`config.mk`:
```
export PLATFORM = sky130hd
export DESIGN_NAME = rv_lookup
export DESIGN_NICKNAME = d
export VERILOG_FILES = /design/src/net_pkg.sv /design/src/table_pkg.sv /design/src/rv_lookup.sv
export SDC_FILE = /design/constraint.sdc
export NUM_CORES = 1
export LEC_CHECK = 0
export CAP_MARGIN = 40
export CORE_AREA = 3 3 199 201
export DETAILED_ROUTE_END_ITERATION = 6
export DIE_AREA = 0 0 202 204
export DONT_BUFFER_PORTS = 1
export MAX_ROUTING_LAYER = met4
export SYNTH_ARGS = -nofsm -noshare
export SYNTH_HDL_FRONTEND = slang
export SYNTH_SLANG_ARGS = --single-unit
```
`constraint.sdc`:
```
create_clock -name clk -period 3.56 [get_ports clk]
set_clock_uncertainty 0.2 [all_clocks]
set_input_delay 0.89 -clock clk [delete_from_list [all_inputs] [get_ports clk]]
set_output_delay 0.89 -clock clk [all_outputs]
set_load 0.05 [all_outputs]
```
`src/net_pkg.sv`:
```
`default_nettype none

package net_pkg;

    // ------------------------------------------------------------------
    // Network fields
    // ------------------------------------------------------------------

    typedef logic [31:0] ip_addr_t;
    typedef logic [47:0] mac_addr_t;
    typedef logic [15:0] udp_port_t;

    // ------------------------------------------------------------------
    // Stored entries
    // ------------------------------------------------------------------

    // Tag word, searched by forward lookup and by the control FSM
    typedef struct packed {
        logic     valid;
        ip_addr_t ip;
    } tag_entry_t;

    // Full endpoint record, returned by reverse lookup
    typedef struct packed {
        logic      valid;
        ip_addr_t  ip;
        mac_addr_t mac;
        udp_port_t port;
    } conn_entry_t;

endpackage

`default_nettype wire

```
`src/table_pkg.sv`:
```
`default_nettype none

package table_pkg;

    // ------------------------------------------------------------------
    // Table geometry
    // ------------------------------------------------------------------

    // Ways per index, a set behaves like a small cache set
    localparam int WAYS = 4;
    localparam int WAY_BITS = $clog2(WAYS);

    // Index bits and number of sets
    localparam int HASH_WIDTH = 8;
    localparam int INDEXES = 1 << HASH_WIDTH;

    // Read latency of both memory ports in clock cycles
    localparam int RAM_LATENCY = 2;

    // ------------------------------------------------------------------
    // Index and id types
    // ------------------------------------------------------------------

    typedef logic [HASH_WIDTH-1:0] hash_t;
    typedef logic [WAY_BITS-1:0] way_t;

    // Way number on top, set index below
    typedef logic [WAY_BITS+HASH_WIDTH-1:0] conn_id_t;

    // ------------------------------------------------------------------
    // Hash
    // ------------------------------------------------------------------

    // Fold the four address bytes into one set index
    function automatic hash_t ip_hash(input logic [31:0] ip);
        return ip[31:24] ^ ip[23:16] ^ ip[15:8] ^ ip[7:0];
    endfunction

endpackage

`default_nettype wire

```
`src/rv_lookup.sv`:
```
`default_nettype none
`timescale 1ns/1ps

module rv_lookup
    import table_pkg::*, net_pkg::*;
(
    input  logic        clk,
    input  logic        rst,
    // Request, one per cycle
    input  logic        rv_req_valid,
    input  conn_id_t    rv_req_conn_id,
    // Entry store port B
    output hash_t       entry_addr,
    input  conn_entry_t entry_rd [WAYS],
    // Response, RAM_LATENCY cycles after the request
    output logic        rv_resp_valid,
    output logic        rv_resp_hit,
    output ip_addr_t    rv_resp_ip,
    output mac_addr_t   rv_resp_mac,
    output udp_port_t   rv_resp_port
);

    logic        valid_pipe [RAM_LATENCY];
    way_t        way_pipe   [RAM_LATENCY];
    conn_entry_t sel;

    // Lower id bits pick the set
    assign entry_addr = rv_req_conn_id[HASH_WIDTH-1:0];

    // ------------------------------------------------------------------
    // Delay line
    // ------------------------------------------------------------------

    always_ff @(posedge clk) begin
        if (rst) begin
            for (int i = 0; i < RAM_LATENCY; i++) begin
                valid_pipe[i] <= 1'b0;
            end
        end else begin
            valid_pipe[0] <= rv_req_valid;
            for (int i = 1; i < RAM_LATENCY; i++) begin
                valid_pipe[i] <= valid_pipe[i-1];
            end
        end
    end

    // Upper id bits pick the way once the set arrives
    always_ff @(posedge clk) begin
        way_pipe[0] <= rv_req_conn_id[WAY_BITS+HASH_WIDTH-1:HASH_WIDTH];
        for (int i = 1; i < RAM_LATENCY; i++) begin
            way_pipe[i] <= way_pipe[i-1];
        end
    end

    // ------------------------------------------------------------------
    // Way select
    // ------------------------------------------------------------------

    assign sel = entry_rd[way_pipe[RAM_LATENCY-1]];

    assign rv_resp_valid = valid_pipe[RAM_LATENCY-1];
    // An empty way reports a miss, its fields are don't care
    assign rv_resp_hit   = sel.valid;
    assign rv_resp_ip    = sel.ip;
    assign rv_resp_mac   = sel.mac;
    assign rv_resp_port  = sel.port;

endmodule

`default_nettype wire

```
==> results.yml <==
clock_network:
  path_clk_slew_ns: 0.03
  cts_buffers: 3
  htree_levels: 1
  clkSinkCount: 6
  cts_setup_buffers: 0
  cts_buffer_depth: 2
  cts_resized: 0
  cts_tree: "done"
  clkLatencyLatePin_ns: 0.22
  cts_hold_buffers: 0
  root_buffer: "clkbuf_16"
finish:
  layout_common_cells: "mux4_2 (97), dfxtp_1 (4), clkbuf_16 (3), buf_12 (3)"
  final_nets: 515
  drive_above_1_share_pct: 94.6
  area_growth_pct: 24.1
  final_common_cell: "mux4_2"
global_routing:
  grt_overflow_total: 0
  track_usage_pct: 8.49
  grt_pass1_wl_mm: 23.3
  grt_pass1_vias: 2395
  grt_max_degree: 52
  antenna_found_initial: 12
worst_setup_path:
  ff2ff_path_depth: 1
  crit_chain: "buf_4 > mux4_2"
  cp_num_buf_inv: 1
  cp.arrival_ns: 1.81
  regToRegSetupSlack_ns: 2.85
  timing.rr.start: "valid_pipe[0][0]"
  reg2reg_to: "valid_pipe[0][1]"
  crit_family: "multiplexers"
  path_max_fanout: 26
  crit_required_ns: 2.47
  start_kind: "flip-flop"
  crit_path_top_delay_cell: "mux4_2"
  slowest_delay_ns: 0.58
  path_class: "flip-flop to primary output"
  endpoint_kind: "primary output"
floorplanning:
  start_util_pct: 6.69
  die_x_um: 202
  io_pins: 507
  die_area_mm2: 0.0412
  rows: 71
  core_mm2: 0.0378
  die_h_um: 204
yosys:
  yosysWarningCount: 0
  synth_xor_area_share_pct: 0
  synth_compound_area_share_pct: 0
  synth_mux_area_share_pct: 86.5
  synth_seq_area_share_pct: 4.75
  synthSimpleGateAreaFrac_pct: 0.495
  syn-instance-count: 135
  synth_seq_cells: 6
  synthAdderAreaFrac_pct: 0
  synth_nets: 536
  synth_top_family_by_area: "multiplexers"
  avgSynthCellArea_um2: 18.7
  yosysUniqueCellTypes: 8
  synth_area_mm2: 0.00253
placement:
  place_congestion: 0.827
  port_buffers: 0
timing:
  fin_crit_ns: 2.90
  max_slew.worst_pin.slew_ns: 0.485
  rsz0062_at_grt: "no"
  relSlewSlack_pct: 67.6
  min_period_over_period_pct: 81.4
  setup_violations: 0
  fmax_mhz: 345
  tns_ns: 0
  final-hold-violation-count: 0
  drv_slew: 0
  holdWs_ns: 0.123
hold_path:
  worstHoldStart: "way_pipe[0][1]"
  hold_path_end: "way_pipe[0][3]"
  whs_path_depth: 0
  hold_path_class: "flip-flop to flip-flop"
drt:
  vias_per_cell: 3.14
  drc: 0
  drt_wl_total_mm: 18.9
  num_vias: 1989
  drt_iter0_markers: 170
  dr.pass1.iters: 4
  avgRoutedWirePerCell_um: 29.9
  postRouteAntennaNets: 0
power:
  p_leak_uw: 0.000743
  vdd_drop_max_uv: 256
  power.density_mw_per_mm2: 324
flow_run:
  drv_cap: 0
run_status:
  outcome: "finished clean"
==> Yosys cell counts <==
| cell | number | share of area (%) |
|---|---|---|
| mux4_2 | 97 | 86 |
| buf_2 | 11 | 2.2 |
| buf_4 | 8 | 2.4 |
| clkbuf_1 | 6 | 0.89 |
| dfxtp_1 | 6 | 4.8 |
| buf_8 | 4 | 2.4 |
| nor2b_1 | 2 | 0.50 |
| buf_6 | 1 | 0.45 |
==> worst max-delay path by stage <==
stage,from,end,slack (ns),depth (start not counted)
2_1_floorplan,entry_rd[96],rv_resp_hit,0.97,1
3_3_place_gp,entry_rd[3],rv_resp_port[3],0.85,1
3_5_place_dp,entry_rd[3],rv_resp_port[3],0.85,1
4_1_cts,way_pipe[0][3],rv_resp_port[3],0.65,2
5_1_grt,way_pipe[0][2],rv_resp_port[2],0.61,2
6_report,way_pipe[0][3],rv_resp_port[3],0.66,2
==> cells by family after synthesis <==
kind of cell	count (synthesis)
flops	6
mux	97
buf+inv	30
simple gates	2
==> stage by stage <==
stage	area [um^2]	utilization, %	worst slack [ns]	instances	power (uW)
after floorplan	2530	-	0.967	135	780
after global placement	3030	8.03	0.852	620	842
after detailed placement	3030	8.03	0.852	620	839
after CTS	3110	8.23	0.648	623	1030
after global routing	3130	8.30	0.610	634	1040
final	3130	8.30	0.661	634	1010
==> flip-flops by register name (all words and copies together), names as in the netlist <==
name	cells
valid_pipe	2
way_pipe	4
==> metal layers <==
layer	track usage [%]	vias to the layer above	share of wire (%)
li1	-	635	-
met1	8.37	1022	33
met2	15.2	318	52
met3	4.05	14	13
met4	1.92	0	1.9
met5	-	-	0
==> layout make-up <==
class,instances,area [um^2]
Fill cell,4303,34600
Multi-Input combinational cell,99,2200
Tap cell,511,639
Sequential cell,6,128
Clock buffer,3,75.1
Timing Repair Buffer,4,67.6
Antenna cell,11,27.5
==> power by group <==
group / total [uW] / internal (uW) / switching, uW
Clock: 181 / 144 / 37.0
Sequential: 79.7 / 70.6 / 9.10
Combinational: 753 / 191 / 562
Total: 1010 / 406 / 608
Note: power is estimated with default switching activity, not from simulation.
