`src/net_pkg.sv`:
```
`default_nettype none

package net_pkg;

    // ------------------------------------------------------------------
    // Network fields
    // ------------------------------------------------------------------

    typedef logic [31:0] ip_addr_t;
    typedef logic [47:0] mac_addr_t;
    typedef logic [15:0] udp_port_t;

    // ------------------------------------------------------------------
    // Stored entries
    // ------------------------------------------------------------------

    // Tag word, searched by forward lookup and by the control FSM
    typedef struct packed {
        logic     valid;
        ip_addr_t ip;
    } tag_entry_t;

    // Full endpoint record, returned by reverse lookup
    typedef struct packed {
        logic      valid;
        ip_addr_t  ip;
        mac_addr_t mac;
        udp_port_t port;
    } conn_entry_t;

endpackage

`default_nettype wire

```
`src/table_pkg.sv`:
```
`default_nettype none

package table_pkg;

    // ------------------------------------------------------------------
    // Table geometry
    // ------------------------------------------------------------------

    // Ways per index, a set behaves like a small cache set
    localparam int WAYS = 4;
    localparam int WAY_BITS = $clog2(WAYS);

    // Index bits and number of sets
    localparam int HASH_WIDTH = 8;
    localparam int INDEXES = 1 << HASH_WIDTH;

    // Read latency of both memory ports in clock cycles
    localparam int RAM_LATENCY = 2;

    // ------------------------------------------------------------------
    // Index and id types
    // ------------------------------------------------------------------

    typedef logic [HASH_WIDTH-1:0] hash_t;
    typedef logic [WAY_BITS-1:0] way_t;

    // Way number on top, set index below
    typedef logic [WAY_BITS+HASH_WIDTH-1:0] conn_id_t;

    // ------------------------------------------------------------------
    // Hash
    // ------------------------------------------------------------------

    // Fold the four address bytes into one set index
    function automatic hash_t ip_hash(input logic [31:0] ip);
        return ip[31:24] ^ ip[23:16] ^ ip[15:8] ^ ip[7:0];
    endfunction

endpackage

`default_nettype wire

```
`src/fw_lookup.sv`:
```
`default_nettype none
`timescale 1ns/1ps

module fw_lookup
    import table_pkg::*, net_pkg::*;
(
    input  logic       clk,
    input  logic       rst,
    // Request, one per cycle
    input  logic       fw_req_valid,
    input  ip_addr_t   fw_req_ip,
    // Tag store port B
    output hash_t      tag_addr,
    input  tag_entry_t tag_rd [WAYS],
    // Response, RAM_LATENCY cycles after the request
    output logic       fw_resp_valid,
    output logic       fw_resp_hit,
    output conn_id_t   fw_resp_conn_id
);

    // Request side copies that travel alongside the memory read
    logic     valid_pipe [RAM_LATENCY];
    ip_addr_t ip_pipe    [RAM_LATENCY];
    hash_t    hash_pipe  [RAM_LATENCY];

    // Set index straight from the request
    assign tag_addr = ip_hash(fw_req_ip);

    // ------------------------------------------------------------------
    // Delay line
    // ------------------------------------------------------------------

    always_ff @(posedge clk) begin
        if (rst) begin
            for (int i = 0; i < RAM_LATENCY; i++) begin
                valid_pipe[i] <= 1'b0;
            end
        end else begin
            valid_pipe[0] <= fw_req_valid;
            for (int i = 1; i < RAM_LATENCY; i++) begin
                valid_pipe[i] <= valid_pipe[i-1];
            end
        end
    end

    always_ff @(posedge clk) begin
        ip_pipe[0]   <= fw_req_ip;
        hash_pipe[0] <= tag_addr;
        for (int i = 1; i < RAM_LATENCY; i++) begin
            ip_pipe[i]   <= ip_pipe[i-1];
            hash_pipe[i] <= hash_pipe[i-1];
        end
    end

    // ------------------------------------------------------------------
    // Tag compare
    // ------------------------------------------------------------------

    assign fw_resp_valid = valid_pipe[RAM_LATENCY-1];

    // At most one way holds a given IP, bind never duplicates it
    always_comb begin
        fw_resp_hit     = 1'b0;
        fw_resp_conn_id = '0;
        for (int w = 0; w < WAYS; w++) begin
            if (tag_rd[w].valid && tag_rd[w].ip == ip_pipe[RAM_LATENCY-1]) begin
                fw_resp_hit     = 1'b1;
                fw_resp_conn_id = {way_t'(w), hash_pipe[RAM_LATENCY-1]};
            end
        end
    end

endmodule

`default_nettype wire

```
`config.mk`:
```
export PLATFORM = sky130hd
export DESIGN_NAME = fw_lookup
export DESIGN_NICKNAME = d
export VERILOG_FILES = /design/src/net_pkg.sv /design/src/table_pkg.sv /design/src/fw_lookup.sv
export SDC_FILE = /design/constraint.sdc
export NUM_CORES = 1
export LEC_CHECK = 0
export ABC_AREA = 1
export BUFFER_PORTS_ARGS = -buffer_cell sky130_fd_sc_hd__buf_2
export CORE_MARGIN = 8
export CORE_UTILIZATION = 35
export DETAILED_ROUTE_END_ITERATION = 6
export GPL_TIMING_DRIVEN = 0
export HOLD_SLACK_MARGIN = 0.06
export SKIP_CTS_REPAIR_TIMING = 1
export SLEW_MARGIN = 20
export SYNTH_ARGS = -nofsm -noshare
export SYNTH_HDL_FRONTEND = slang
export SYNTH_SLANG_ARGS = --single-unit
```
`constraint.sdc`:
```
create_clock -name clk -period 1.56 [get_ports clk]
set_input_delay 0.234 -clock clk [delete_from_list [all_inputs] [get_ports clk]]
set_output_delay 0.234 -clock clk [all_outputs]
set_load 0.02 [all_outputs]
```
==> flow_metrics.tcl <==
set metrics [dict create \
    fillers 1150 \
    finalSetupTns_ns -6.62 \
    crit_path_end_kind "primary output" \
    synth.avg_cell_area_um2 6.92 \
    synthFlopType "dfxtp_1" \
    skew_ns 0.00599 \
    synth_fp_nets 758 \
    cts_sinks 82 \
    first_pass_iters 4 \
    ant_nets 0 \
    core-area_mm2 0.0114 \
    setup_viol_count_final 11 \
    drc 0 \
    async_reset_ff_share_pct 0 \
    hold_path_depth 3 \
    leakagePower_nw 3.24 \
    gp_congestion 0.898 \
    post-route-period-util_pct 141 \
    max-slew-margin-rel_pct 83.2 \
    arrival_ns 1.96 \
    io_buffers 186 \
    nNetsFinal 991 \
    finish.utilization_pct 53.8 \
    die_y_um 124 \
    row_count 39 \
    synth_edf_count 0 \
    ir_worst_vdd_uv 782 \
    final.setup.worst_slack_ns -0.638 \
    fmax_mhz 455 \
    cap_violations 0 \
    yosysWarningCount 0 \
    io_pins 187 \
    violations "negative setup slack" \
    numCtsBuffers 9 \
    ys_ff_latch 82 \
    routed_wirelength_um 15200 \
    powerDensity_mw_per_mm2 932 \
    crit_required_ns 1.33 \
    syn2layout_area_growth_pct 50.4 \
    grt_max_degree 16 \
    die_w_um 124 \
    path_class "flop to primary output" \
    detailed_place_hpwl_um 12600 \
    grt.total_usage_pct 18.8 \
    wl_per_cell_um 15.6 \
    grt_pass1_vias 4305 \
    cp_max_fo 4 \
    rsz0062_at_grt "yes" \
    cts_root_buf "clkbuf_16" \
    slew_viol_final 0 \
    drtIter0Drc 161 \
    status "complete, but fails checks" \
    final_hold_viol_count 0 \
    min_period_ns 2.20 \
    place_area_mm2 0.00521 \
    vias 4301 \
    clock_latency_ns 0.34 \
    worstHoldPathType "primary input to flop" \
    syn_inst 591 \
    syn-cell-area_mm2 0.00409 \
    clock_path_buffers 2 \
    initial_utilization_pct 35.8 \
    gr-total-overflow 0 \
    antenna_found_initial 2 \
    fin_area_mm2 0.00615 \
    htreeDepth 3 \
    reg2reg_depth 2 \
    viasPerCell 4.42 \
    final_common_cell "nand2_1" \
    start_kind "flop" \
    drive_gt1_share_pct 35.1 \
    max_slew.worst_pin.slew_ns 0.250 \
    path_clk_slew_ns 0.06 \
    grt_pass1_wl_um 21400 \
    ys_types 23 \
    final_cell_mix "nand2_1, buf_2, inv_1" \
    die_area_mm2 0.0154 \
    tritoncts "yes" \
    ys_seq_area_share_pct 40.2 \
]
[per-layer routing]
metal | GRT usage (%) | part of all wire (%) | vias up
met1 | 21.4 | 39 | 1935
li1 | - | - | 2205
met3 | 6.26 | 9.2 | 20
met4 | 6.77 | 1.5 | 2
met2 | 32.1 | 50 | 139
met5 | 0 | 0.066 | -
[worst max-delay path, stage by stage, from the launching register on]
cell and delay, ns:
dfxtp_4 0.39, inv_2 0.07, nand2_1 0.07, o21ai_1 0.06, inv_1 0.05, nand2_1 0.05, nor2_2 0.07, nand2_1 0.09
nor2_2 0.14, nand3_2 0.12, nand2_4 0.10, nor2_4 0.05, buf_4 0.16, nor2_4 0.08, buf_6 0.12
[path summary, 6_finish.rpt]
kind / startpoint / end / slack, ns
min reg2reg: ip_pipe[0][26]$_DFF_P_ / ip_pipe[0][58]$_DFF_P_ / 0.32
max: ip_pipe[0][59]$_DFF_P_ / fw_resp_conn_id[3] / -0.64
max reg2reg: valid_pipe[0][0]$_SDFF_PP0_ / valid_pipe[0][1]$_SDFF_PP0_ / 1.09
min: fw_req_valid / valid_pipe[0][0]$_SDFF_PP0_ / 0.10
[stage by stage]
stage                     cells  setup slack (ns)  total power [mW]  hold WS [ns]
final                       973            -0.638              5.73         0.104
after floorplan             591           -0.0517              2.94         0.262
after detailed placement    920            -0.530              3.39         0.312
after CTS                   936            -0.910              5.68       0.00479
after global routing        973            -0.791              6.01        0.0888
after global placement      920            -0.566              3.37         0.310
[area by class of cell]
| cell class | instances | area, µm² | area share (%) |
|---|---|---|---|
| timing repair buffer | 225 | 1380 | 22.5 |
| clock inverter | 7 | 100 | 1.63 |
| antenna | 1 | 2.50 | 0.0407 |
| multi-input combinational | 379 | 2040 | 33.2 |
| sequential | 82 | 1700 | 27.7 |
| buffer | 4 | 45.0 | 0.733 |
| inverter | 123 | 469 | 7.63 |
| tap | 143 | 179 | 2.91 |
| clock buffer | 9 | 225 | 3.66 |
[registers in the layout (all words and copies together) (netlist names)]
signal and cells:
ip_pipe 64, hash_pipe 16, valid_pipe 2
[power by group]
group	switching (mW)	internal (mW)	total (mW)	leakage [nW]
registers	0.103	2.27	2.37	0.696
logic	0.554	0.517	1.07	2.40
clock network	0.871	1.41	2.28	0.149
[cells by family after synthesis]
family	Yosys count	synth area share (%)
simple gates	273	27.2
buf+inv	130	12.4
flops	82	40.2
xor+xnor	72	15.4
compound gates	34	4.90
[cell usage after synthesis, types with 2 or more instances]
cell type	n	area [µm²]
dfxtp_1	82	1640
inv_1	107	402
inv_2	15	56.3
nor2_2	10	62.6
nand4_1	10	62.6
clkbuf_2	5	25.0
xor2_1	10	87.6
nand2_2	3	18.8
nand2_1	193	724
xnor2_1	62	543
o22ai_1	8	50.1
nor2_1	48	180
o21ai_1	11	55.1
nand3_2	2	20.0
o21ai_0	9	45.0
nand3_1	6	30.0
o221ai_1	4	35.0
(Power assumes the default switching activity.)
