File: src/net_pkg.sv
`default_nettype none

package net_pkg;

    // ------------------------------------------------------------------
    // Network fields
    // ------------------------------------------------------------------

    typedef logic [31:0] ip_addr_t;
    typedef logic [47:0] mac_addr_t;
    typedef logic [15:0] udp_port_t;

    // ------------------------------------------------------------------
    // Stored entries
    // ------------------------------------------------------------------

    // Tag word, searched by forward lookup and by the control FSM
    typedef struct packed {
        logic     valid;
        ip_addr_t ip;
    } tag_entry_t;

    // Full endpoint record, returned by reverse lookup
    typedef struct packed {
        logic      valid;
        ip_addr_t  ip;
        mac_addr_t mac;
        udp_port_t port;
    } conn_entry_t;

endpackage

`default_nettype wire

File: src/table_pkg.sv
`default_nettype none

package table_pkg;

    // ------------------------------------------------------------------
    // Table geometry
    // ------------------------------------------------------------------

    // Ways per index, a set behaves like a small cache set
    localparam int WAYS = 4;
    localparam int WAY_BITS = $clog2(WAYS);

    // Index bits and number of sets
    localparam int HASH_WIDTH = 8;
    localparam int INDEXES = 1 << HASH_WIDTH;

    // Read latency of both memory ports in clock cycles
    localparam int RAM_LATENCY = 2;

    // ------------------------------------------------------------------
    // Index and id types
    // ------------------------------------------------------------------

    typedef logic [HASH_WIDTH-1:0] hash_t;
    typedef logic [WAY_BITS-1:0] way_t;

    // Way number on top, set index below
    typedef logic [WAY_BITS+HASH_WIDTH-1:0] conn_id_t;

    // ------------------------------------------------------------------
    // Hash
    // ------------------------------------------------------------------

    // Fold the four address bytes into one set index
    function automatic hash_t ip_hash(input logic [31:0] ip);
        return ip[31:24] ^ ip[23:16] ^ ip[15:8] ^ ip[7:0];
    endfunction

endpackage

`default_nettype wire

File: src/conn_ctrl_fsm.sv
`default_nettype none
`timescale 1ns/1ps

module conn_ctrl_fsm
    import table_pkg::*, net_pkg::*;
(
    input  logic        clk,
    input  logic        rst,
    // Command, taken when cmd_valid and cmd_ready are both high
    input  logic        cmd_valid,
    input  logic        cmd_bind,
    input  ip_addr_t    cmd_ip,
    input  mac_addr_t   cmd_mac,
    input  udp_port_t   cmd_port,
    output logic        cmd_ready,
    // Port A of every way memory
    output hash_t       wr_addr,
    output logic [WAYS-1:0] wr_en,
    output tag_entry_t  wr_tag,
    output conn_entry_t wr_entry,
    input  tag_entry_t  tag_rd [WAYS],
    // Response pulse
    output logic        resp_valid,
    output logic        resp_ack,
    output logic        resp_full,
    output conn_id_t    resp_conn_id
);

    typedef enum logic [2:0] {
        ST_IDLE,
        ST_READ_WAIT,
        ST_CHECK,
        ST_ALLOC,
        ST_RELEASE
    } state_t;

    state_t state;

    // Latched command
    logic      bind_q;
    ip_addr_t  ip_q;
    mac_addr_t mac_q;
    udp_port_t port_q;
    hash_t     hash_q;

    // Read wait counter and allocation scan pointer
    logic [$clog2(RAM_LATENCY+1)-1:0] wait_cnt;
    way_t way_iter;

    // Tag compare results, sampled once in ST_CHECK
    logic [WAYS-1:0] match;
    logic [WAYS-1:0] match_q;
    way_t            match_way;
    way_t            match_way_q;

    logic cmd_take;
    logic free_now;
    logic alloc_done;

    // Idle and not still showing the previous response
    assign cmd_ready = (state == ST_IDLE) && !resp_valid;
    assign cmd_take  = cmd_valid && cmd_ready;

    // ------------------------------------------------------------------
    // Set compare
    // ------------------------------------------------------------------

    // Port A keeps reading hash_q so the set stays on tag_rd until the write
    always_comb begin
        match     = '0;
        match_way = '0;
        for (int w = 0; w < WAYS; w++) begin
            if (tag_rd[w].valid && tag_rd[w].ip == ip_q) begin
                match[w]  = 1'b1;
                match_way = way_t'(w);
            end
        end
    end

    // Scan step, ways are tried from 0 up
    assign free_now   = !tag_rd[way_iter].valid;
    assign alloc_done = (match_q != '0) || free_now || (way_iter == way_t'(WAYS-1));

    // ------------------------------------------------------------------
    // Write port
    // ------------------------------------------------------------------

    // Same address and data to all ways, wr_en picks the target
    assign wr_addr  = hash_q;
    assign wr_tag   = '{valid: (state == ST_ALLOC), ip: ip_q};
    assign wr_entry = '{valid: (state == ST_ALLOC), ip: ip_q, mac: mac_q, port: port_q};

    // Write fires on the same edge that raises resp_valid
    always_comb begin
        wr_en = '0;
        if (state == ST_RELEASE) begin
            wr_en = match_q;
        end else if (state == ST_ALLOC && match_q == '0 && free_now) begin
            wr_en[way_iter] = 1'b1;
        end
    end

    // ------------------------------------------------------------------
    // State register
    // ------------------------------------------------------------------

    always_ff @(posedge clk) begin
        if (rst) begin
            state      <= ST_IDLE;
            resp_valid <= 1'b0;
            wait_cnt   <= '0;
            way_iter   <= '0;
        end else begin
            resp_valid <= 1'b0;
            case (state)
                ST_IDLE: begin
                    if (cmd_take) begin
                        wait_cnt <= '0;
                        state    <= ST_READ_WAIT;
                    end
                end
                // Address is stable, wait out the read latency
                ST_READ_WAIT: begin
                    wait_cnt <= wait_cnt + 1'b1;
                    if (wait_cnt == RAM_LATENCY-1) begin
                        state <= ST_CHECK;
                    end
                end
                ST_CHECK: begin
                    way_iter <= '0;
                    state    <= bind_q ? ST_ALLOC : ST_RELEASE;
                end
                // One way per cycle until a hit, a free way or the last way
                ST_ALLOC: begin
                    if (alloc_done) begin
                        resp_valid <= 1'b1;
                        state      <= ST_IDLE;
                    end else begin
                        way_iter <= way_iter + 1'b1;
                    end
                end
                ST_RELEASE: begin
                    resp_valid <= 1'b1;
                    state      <= ST_IDLE;
                end
                default: begin
                    state <= ST_IDLE;
                end
            endcase
        end
    end

    // ------------------------------------------------------------------
    // Command and response payload
    // ------------------------------------------------------------------

    always_ff @(posedge clk) begin
        if (cmd_take) begin
            bind_q <= cmd_bind;
            ip_q   <= cmd_ip;
            mac_q  <= cmd_mac;
            port_q <= cmd_port;
            hash_q <= ip_hash(cmd_ip);
        end
        if (state == ST_CHECK) begin
            match_q     <= match;
            match_way_q <= match_way;
        end
        if (state == ST_ALLOC && alloc_done) begin
            if (match_q != '0) begin
                // Already bound, hand back the old id
                resp_ack     <= 1'b1;
                resp_full    <= 1'b0;
                resp_conn_id <= {match_way_q, hash_q};
            end else if (free_now) begin
                resp_ack     <= 1'b1;
                resp_full    <= 1'b0;
                resp_conn_id <= {way_iter, hash_q};
            end else begin
                // Every way of the set is taken
                resp_ack     <= 1'b0;
                resp_full    <= 1'b1;
                resp_conn_id <= '0;
            end
        end
        if (state == ST_RELEASE) begin
            resp_ack     <= (match_q != '0);
            resp_full    <= 1'b0;
            resp_conn_id <= {match_way_q, hash_q};
        end
    end

endmodule

`default_nettype wire

File: config.mk
export PLATFORM = sky130hd
export DESIGN_NAME = conn_ctrl_fsm
export DESIGN_NICKNAME = d
export VERILOG_FILES = /design/src/net_pkg.sv /design/src/table_pkg.sv /design/src/conn_ctrl_fsm.sv
export SDC_FILE = /design/constraint.sdc
export NUM_CORES = 1
export LEC_CHECK = 0
export BUFFER_PORTS_ARGS = -buffer_cell sky130_fd_sc_hd__buf_2
export CAP_MARGIN = 10
export CORE_AREA = 8 8 143 145
export CTS_CLUSTER_SIZE = 16
export DETAILED_ROUTE_END_ITERATION = 10
export DIE_AREA = 0 0 151 153
export GPL_TIMING_DRIVEN = 0
export PLACE_DENSITY_LB_ADDON = 0.3
export SYNTH_ARGS = -nofsm -noshare
export SYNTH_HDL_FRONTEND = slang
export SYNTH_SLANG_ARGS = --single-unit
File: constraint.sdc
create_clock -name clk -period 11.3 [get_ports clk]
set_input_delay 1.13 -clock clk [delete_from_list [all_inputs] [get_ports clk]]
set_output_delay 1.13 -clock clk [all_outputs]
set_load 0.03 [all_outputs]
==> results of run 1 <==
-- area by class of cell --
type / count / share of cell area (%)
antenna: 5 / 0.136
buffer: 37 / 2.85
clock buffer: 18 / 4.66
clock inverter: 14 / 2.19
inverter: 6 / 0.245
multi-input combinational: 271 / 22.9
sequential: 131 / 41.8
tap: 234 / 3.18
timing repair buffer: 396 / 22.1
-- through the flow --
stage / instance area, um2 / setup WS, ps / utilization, % / hold WS, ps
floorplan: 6220 / 3760 / - / 437
global placement: 8450 / 1020 / 46.3 / 473
detailed placement: 8560 / 7560 / 46.8 / 470
CTS: 9190 / 7560 / 50.3 / 478
global route: 9210 / 7470 / 50.4 / 513
finish: 9210 / 7550 / 50.4 / 474
-- state kept, by name, summed over array words and instances, names as in the netlist --
name,flops
wait_cnt,2
way_iter,2
resp_full,1
state,3
resp_ack,1
bind_q,1
ip_q,32
resp_conn_id,10
match_q,4
mac_q,48
match_way_q,2
wr_addr,8
resp_valid,1
port_q,16
-- power by group through the flow --
stage	Sequential (W)	Combinational (W)	Clock, W
4_1_cts	0.000603	0.000259	0.000606
3_5_place_dp	0.000613	0.000257	0
5_1_grt	0.000606	0.000274	0.000627
6_report	0.000602	0.000256	0.000596
3_3_place_gp	0.000620	0.000248	0
2_1_floorplan	0.000660	0.0000947	0
-- per-layer routing --
layer	up-vias	global-route usage, %
li1	2400	-
met1	2464	25.1
met2	252	35.8
met3	26	8.18
met4	4	7.26
met5	-	0
-- worst max-delay path, cell delays in order --
cell    delay, ps
buf_2         120
mux4_2        510
nor3_1        410
a22o_1        240
buf_2         210
-- placed cells by master, fill, tap and decap left out, types with 3 or more instances in the layout --
| cell type | instances |
|---|---|
| a21oi_1 | 5 |
| a22o_1 | 4 |
| and2_1 | 9 |
| buf_2 | 388 |
| buf_4 | 33 |
| buf_6 | 7 |
| bufinv_16 | 4 |
| clkbuf_1 | 5 |
| clkbuf_16 | 17 |
| clkinvlp_4 | 3 |
| dfxtp_1 | 9 |
| diode_2 | 5 |
| edfxtp_1 | 122 |
| ha_1 | 5 |
| inv_1 | 6 |
| inv_6 | 4 |
| nand2_1 | 11 |
| nand3_1 | 7 |
| nand4_1 | 16 |
| nor2_1 | 9 |
| nor3_1 | 6 |
| nor3b_1 | 3 |
| nor4_1 | 20 |
| xnor2_1 | 78 |
| xor2_1 | 74 |
-- logic make-up (layout without fill, tap and decap cells) --
group	after synthesis	after routing	synth area share, %
compound gates	18	18	1.99
xor+xnor	152	152	21.4
fa+ha+maj	5	5	1.01
buf+inv	43	471	4.59
flops	131	131	61.8
mux	3	3	0.684
other cells	0	5	0
simple gates	93	93	8.51
-- path summary, 6_finish.rpt --
path / end / cells after the start / startpoint / slack [ps]
setup / recovery: wr_en[1] / 5 / tag_rd[65] / 7550
hold / removal: state[2] / 1 / bind_q / 470
setup reg to reg: match_way_q[0] / 5 / ip_q[3] / 8740
hold reg to reg: state[2] / 1 / bind_q / 470
==> flow_summary.ini, run 1 <==
[status]
status = completed

[drt]
post_drt_wl_per_cell_um = 22.8
vias = 5146
drt_pass1_iterations = 4
drcViolationCount = 0
viasPerCell = 4.63
met2_wirelength_mm = 12.6
met3WireLength_mm = 2.56
total_routed_wire_length_on_the_met1_layer_mm = 9.75
dr.first_iter.drc_count = 262
wl_mm = 25.4
postRouteAntennaNets = 0
uppermost_layer_routed = met5

[setup_path]
timing.critical_path.to_type = primary output
crit_arrival_ps = 2620
timing_worst_setup_path_type = input pin to primary output
worst_ep_required_time_ps = 10170
critPathLaunchType = input pin
crit_path_max_fanout = 5

[clock_tree]
clk_transition_reported_paths_ps = 60
ctsResizeCount = 0
cts.htree.levels = 4
clkSinkCount = 131
post_cts_hold_buffer_count = 0
clockRootBuffer = clkbuf_16
clock_insertion_delay_worst_skew_ps = 420
ctsLongestPathBuffers = 2
tritoncts = done
numCtsBuffers = 17
cts_post_setup_buffers_inserted = 0

[logic_synthesis]
synth_area_leader_cell = edfxtp_1
ys_seq_elements = 131
count_of_flip_flops_with_a_built_in_enable_after_synthesis = 122
avgSynthCellArea_um2 = 14.0
yosys-top-cells-area = edfxtp_1 59%, xnor2_1 11%, xor2_1 10%
synth_cell_type_count = 35
async_reset_ff_share_pct = 0
seq_area_frac_synth_pct = 61.8
yosys-top-cells-count = 122 x edfxtp_1, 78 x xnor2_1, 74 x xor2_1
synthCells = 445
yosysWarningCount = 0
cell_area_synth_um2 = 6220
ys.flop_type = edfxtp_1
yosys.cell_count.top_type = edfxtp_1
synth_top_area_share_pct = 58.9
synth.net_count = 682

[layout]
fillers = 1684
ff_latch_area_um2 = 3840
num-nets-final = 1097
area_added_between_synthesis_and_finish_pct = 48.0
area_used_by_multi_input_combinational_logic_um2 = 2100
final_cells = 1112
drive_gt1_share_pct = 53.0

[placement]
hpwlAfterDp_mm = 20.7
gp_routability_congestion = 0.813
placed_instance_count = 1074
placement.io_buffers = 387

[timing]
part_of_the_cycle_the_worst_path_needs_pct = 33.2
finalSetupViolCount = 0
finalHoldViolCount = 0
maxSlewViolCount = 0
worst-slew-pin-transition_ps = 874
timing.setup.tns_ps = 0
max_freq_mhz = 267
slew-limit-headroom_pct = 41.3
finalClockSkew_ps = 9.59
finalWorstPathRequiredPeriod_ps = 3750
grt_setup_unrepaired = false

[pwr]
switching_share_pct = 28.0
worst_ir_drop_vdd_mv = 0.112
combPwrFrac_pct = 17.6
p_leak_nw = 4.01
p_total_w = 0.00145
power_density_nw_per_um2 = 158
power.switching_w = 0.000408
power_frac_seq_pct = 41.4
internal-power_w = 0.00105
power.clock.fraction_pct = 41.0

[global_route]
grt_use_total_pct = 21.6
grt_first_pass_wirelength_mm = 35.5
number_of_global_route_vias_before_repair = 5430
grt_overflow = 0
grt_start_max_net_pins = 17
antenna_found_initial = 7

[job]
max_cap_violations = 0

[die]
number_of_i_o_pins = 388
start_util_pct = 34.0
core_area_um2 = 18300
die_area_um2 = 23100
rows = 50
dieHeight_um = 153
dieWidth_um = 151

[hold_path]
hold_path.class = register to register
Power figures use the tool's default switching activity.
==> run 2: changes to the inputs <==
--- a/config.mk
+++ b/config.mk
@@ -7,10 +7,10 @@
 export LEC_CHECK = 0
 export BUFFER_PORTS_ARGS = -buffer_cell sky130_fd_sc_hd__buf_2
 export CAP_MARGIN = 10
-export CORE_AREA = 8 8 143 145
+export CORE_AREA = 8 8 145 147
 export CTS_CLUSTER_SIZE = 16
 export DETAILED_ROUTE_END_ITERATION = 10
-export DIE_AREA = 0 0 151 153
+export DIE_AREA = 0 0 153 155
 export GPL_TIMING_DRIVEN = 0
 export PLACE_DENSITY_LB_ADDON = 0.3
 export SYNTH_ARGS = -nofsm -noshare
==> constraint.sdc (replaced) <==
create_clock -name clk -period 3.63 [get_ports clk]
set_input_delay 0.363 -clock clk [delete_from_list [all_inputs] [get_ports clk]]
set_output_delay 0.363 -clock clk [all_outputs]
set_load 0.03 [all_outputs]
==> run 2 against run 1 <==
  * Non-clock buffer count unchanged
  * Sequential share of layout area increased by 0.13 points
  * Register-to-register slack got worse by 7700 ps
  * Core utilization decreased by 1.9 points
==> flow_summary.ini, run 2 (synthesized netlist as in run 1, its figures left out) <==
[hold_path]
holdPathStages = 1
hold_path.class = input pin to register

[drt]
viasPerCell = 4.53
post_drt_wl_per_cell_um = 22.5
drcViolationCount = 0
vias = 5032
wl_mm = 25.0
postRouteAntennaNets = 0
drt_pass1_iterations = 4
dr.first_iter.drc_count = 160

[placement]
placement.io_buffers = 387
placed_instance_count = 1078
gp_routability_congestion = 0.817
hpwlAfterDp_mm = 20.8

[timing]
finalWorstPathRequiredPeriod_ps = 2670
grt_setup_unrepaired = false
maxSlewViolCount = 0
max_freq_mhz = 375
worst-slew-pin-transition_ps = 736
finalClockSkew_ps = 9.99
finalSetupViolCount = 0
part_of_the_cycle_the_worst_path_needs_pct = 73.5
timing.setup.tns_ps = 0
slew-limit-headroom_pct = 50.8
finalHoldViolCount = 0

[clock_tree]
tritoncts = done
post_cts_hold_buffer_count = 0
clockRootBuffer = clkbuf_16
ctsResizeCount = 0
ctsLongestPathBuffers = 2
cts_post_setup_buffers_inserted = 0
numCtsBuffers = 17
clkSinkCount = 131
clk_transition_reported_paths_ps = 60
cts.htree.levels = 4
clock_insertion_delay_worst_skew_ps = 410

[die]
dieHeight_um = 155
rows = 51
die_area_um2 = 23700
number_of_i_o_pins = 388
start_util_pct = 32.8
dieWidth_um = 153
core_area_um2 = 19000

[status]
status = completed

[global_route]
grt_start_max_net_pins = 17
grt_first_pass_wirelength_mm = 35.7
grt_use_total_pct = 20.9
grt_overflow = 0
number_of_global_route_vias_before_repair = 5465
antenna_found_initial = 5

[layout]
final_cells = 1111
layout.cells.most_common_list = 388 x buf_2, 122 x edfxtp_1, 78 x xnor2_1, 74 x xor2_1, 33 x buf_4
ff_latch_area_um2 = 3850
largest-register = mac_q
flip_flop_count_of_the_largest_register_after_layout = 48
num-nets-final = 1097
area_added_between_synthesis_and_finish_pct = 47.7
mostFrequentLayoutCell = buf_2
layout_utilization_pct = 48.5
drive_gt1_share_pct = 53.3
layout_top_registers = mac_q x48, ip_q x32, port_q x16
fillers = 1792
area_used_by_multi_input_combinational_logic_um2 = 2110

[setup_path]
crit_path_max_fanout = 5
crit_arrival_ps = 2300
worst_ep_required_time_ps = 3270
timing.reg2reg.setup_slack_ps = 1080
timing.critical_path.to_type = primary output
timing_worst_setup_path_type = register to primary output
reg2reg_depth = 5
critPathLaunchType = register

[pwr]
p_total_w = 0.00444
p_leak_nw = 4.00
worst_ir_drop_vdd_mv = 0.319
power_density_nw_per_um2 = 483

[job]
max_cap_violations = 0
==> run 2: power breakdown <==
| part | internal (W) | total (W) | switching (W) |
|---|---|---|---|
| registers | 0.00177 | 0.00187 | 0.000103 |
| clock network | 0.00109 | 0.00177 | 0.000682 |
| logic | 0.000326 | 0.000797 | 0.000471 |
==> run 2: worst max-delay path, cell delays in order, from the launching register on <==
cell and delay [ps]:
dfxtp_1 470, mux4_2 600, nor3_1 410, a22o_1 220, buf_2 210
==> run 2: cell type report <==
cell class              instances  share of cell area [%]
diodes                          1                  0.0272
plain buffers                  37                    2.86
clock buffers                  17                    4.63
clock inverters                14                    1.92
inverters                       6                   0.245
multi-input cells             271                    23.0
flip-flops and latches        131                    41.9
well taps                     238                    3.24
repair buffers                396                    22.2
==> run 2: stage by stage <==
step / hold WS (ps) / setup WS [ps] / area (um2)
6_report: 125 / 963 / 9190
5_1_grt: 97.0 / 838 / 9190
4_1_cts: 103 / 959 / 9180
3_5_place_dp: 488 / 1040 / 8580
3_3_place_gp: 489 / -2360 / 8480
2_1_floorplan: 422 / -809 / 6240
==> run 2: worst paths after layout <==
path                                        to         from
worst max-delay path                  wr_en[0]  way_iter[0]
worst min register to register        state[2]       bind_q
worst max register to register  match_way_q[0]      ip_q[3]
worst min-delay path                 mac_q[32]  cmd_mac[32]
==> run 2: metal layers <==
layer | vias up | part of all wire [%] | wire length [um] | global-route usage, %
met5 | - | 0.19 | 48 | 0
met2 | 221 | 50 | 12400 | 36.4
li1 | 2407 | - | - | -
met1 | 2362 | 39 | 9760 | 23.0
met3 | 34 | 9.0 | 2260 | 8.71
met4 | 8 | 1.9 | 469 | 5.94
==> run 3: changes to the inputs <==
==> constraint.sdc (replaced) <==
create_clock -name clk -period 2.5 [get_ports clk]
set_input_delay 0.25 -clock clk [delete_from_list [all_inputs] [get_ports clk]]
set_output_delay 0.25 -clock clk [all_outputs]
set_load 0.03 [all_outputs]
==> run 3 against run 2 <==
  * Sequential power grew 45%
  * Die area is the same
  * Global-route usage grew 0.74 points
  * Non-clock buffer count grew 61
  * Setup slack lost 850 ps
  * Critical path depth is the same
  * Worst hold slack lost 110 ps
  * Combinational power grew 57%
  * Clock-buffer cell count is the same
  * Routed wire length grew 4.6%
  * Critical path type unchanged
==> flow_summary.ini, run 3 (synthesized netlist as in run 1, its figures left out) <==
[die]
rows = 51
dieHeight_um = 155
die_area_um2 = 23700
start_util_pct = 32.8
dieWidth_um = 153
number_of_i_o_pins = 388
core_area_um2 = 19000

[placement]
placed_instance_count = 1078
placement.io_buffers = 387
gp_routability_congestion = 0.817
hpwlAfterDp_mm = 20.8

[drt]
vias = 5319
postRouteAntennaNets = 0
drt_pass1_iterations = 4
wl_mm = 26.1
dr.first_iter.drc_count = 230
drcViolationCount = 0
post_drt_wl_per_cell_um = 22.3
viasPerCell = 4.54

[global_route]
grt_start_max_net_pins = 17
grt_overflow = 0
antenna_found_initial = 4
number_of_global_route_vias_before_repair = 5796
grt_first_pass_wirelength_mm = 37.2
grt_use_total_pct = 21.6

[clock_tree]
cts.htree.levels = 4
tritoncts = done
clkSinkCount = 131
clock_insertion_delay_worst_skew_ps = 410
ctsLongestPathBuffers = 2
numCtsBuffers = 17
clk_transition_reported_paths_ps = 60
clockRootBuffer = clkbuf_16

[layout]
mostFrequentLayoutCell = buf_2
drive_gt1_share_pct = 50.6
num-nets-final = 1158
final_cells = 1171
layout_top_registers = mac_q x48, ip_q x32, port_q x16
layout.cells.most_common_list = 388 x buf_2, 122 x edfxtp_1, 78 x xnor2_1, 74 x xor2_1, 57 x dlygate4sd3_1
antenna_cells_inserted = 0
flip_flop_count_of_the_largest_register_after_layout = 48
largest-register = mac_q
layout_utilization_pct = 51.8
area_added_between_synthesis_and_finish_pct = 57.7

[setup_path]
slowest_stage = mux4_2
timing.critical_path.to_type = primary output
worst_ep_required_time_ps = 2250
critPathLaunchType = register
crit_arrival_ps = 2140
critical_path.max_stage_delay_ps = 620
timing.critical_path.from = way_iter[0]
crit_path_max_fanout = 5
timing.critical_path.buf_inv = 1
timing.reg2reg.setup_slack_ps = 130
crit-reg2reg-launch = ip_q[3]
cpLargestDelayFamily = multiplexers
cp_cell_sequence = mux4_2, nor3_4, a22o_1, buf_2
timing_worst_setup_path_type = register to primary output

[timing]
maxSlewViolCount = 0
slew-limit-headroom_pct = 49.6
part_of_the_cycle_the_worst_path_needs_pct = 95.5
finalSetupViolCount = 0
finalWorstPathRequiredPeriod_ps = 2390
grt_setup_unrepaired = false
finalHoldViolCount = 0
max_freq_mhz = 419
finalClockSkew_ps = 10.6
worst-slew-pin-transition_ps = 754

[hold_path]
hold_path_startpoint = cmd_mac[37]
hold_path.class = input pin to register

[job]
max_cap_violations = 0

[pwr]
worst_ir_drop_vdd_mv = 0.462
p_leak_nw = 4.27
power_density_nw_per_um2 = 667

[status]
status = completed
==> run 3: through the flow <==
step                      worst slack (ps)  area (um2)  total power (W)  TNS [ps]  hold WS [ps]
after CTS                             64.3        9740          0.00659         0         0.100
after global routing                  5.07        9810          0.00677         0         0.361
final                                  113        9810          0.00654         0          19.4
after global placement               -3490        8480          0.00391   -371360           426
after detailed placement             -89.0        8580          0.00394      -109           428
after floorplan                      -1940        6240          0.00340   -207280           309
==> run 3: area by class of cell <==
class	count	area, um2
multi-input combinational	271	2140
inverter	6	22.5
timing repair buffer	457	2640
clock buffer	17	425
fill	1717	9140
sequential	131	3850
tap	238	298
buffer	37	263
clock inverter	14	176
==> run 3: worst paths after layout <==
path               endpoint  cells after the start
max                wr_en[0]                      4
min               mac_q[37]                      1
max reg2reg  match_way_q[0]                      5
min reg2reg        state[2]                      1
==> run 3: report_power, final <==
group	internal, W	switching, W
clock	0.00158	0.000993
combinational	0.000540	0.000708
sequential	0.00257	0.000151
total	0.00469	0.00185
==> run 3: worst reg2reg max path, cell delays in order, from the launching register on <==
cell and delay [ps]:
edfxtp_1 600, xor2_1 300, nor4_2 410, nand4_1 210, or4_1 580, o21ai_1 130
==> run 3: layer usage <==
layer,vias up,GRT usage (%),wire length [um]
met4,8,5.94,489
met1,2497,23.6,9980
met5,-,0,48
met3,37,8.90,2470
li1,2524,-,-
met2,253,38.2,13100
==> run 3: timing repair <==
item	4_1_cts	5_1_grt
setup endpoints to repair	6	16
pin swaps	0	1
endpoints found under the hold margin	54	3
resized for setup	3	1
hold buffers	54	3
buffers inserted	0	4
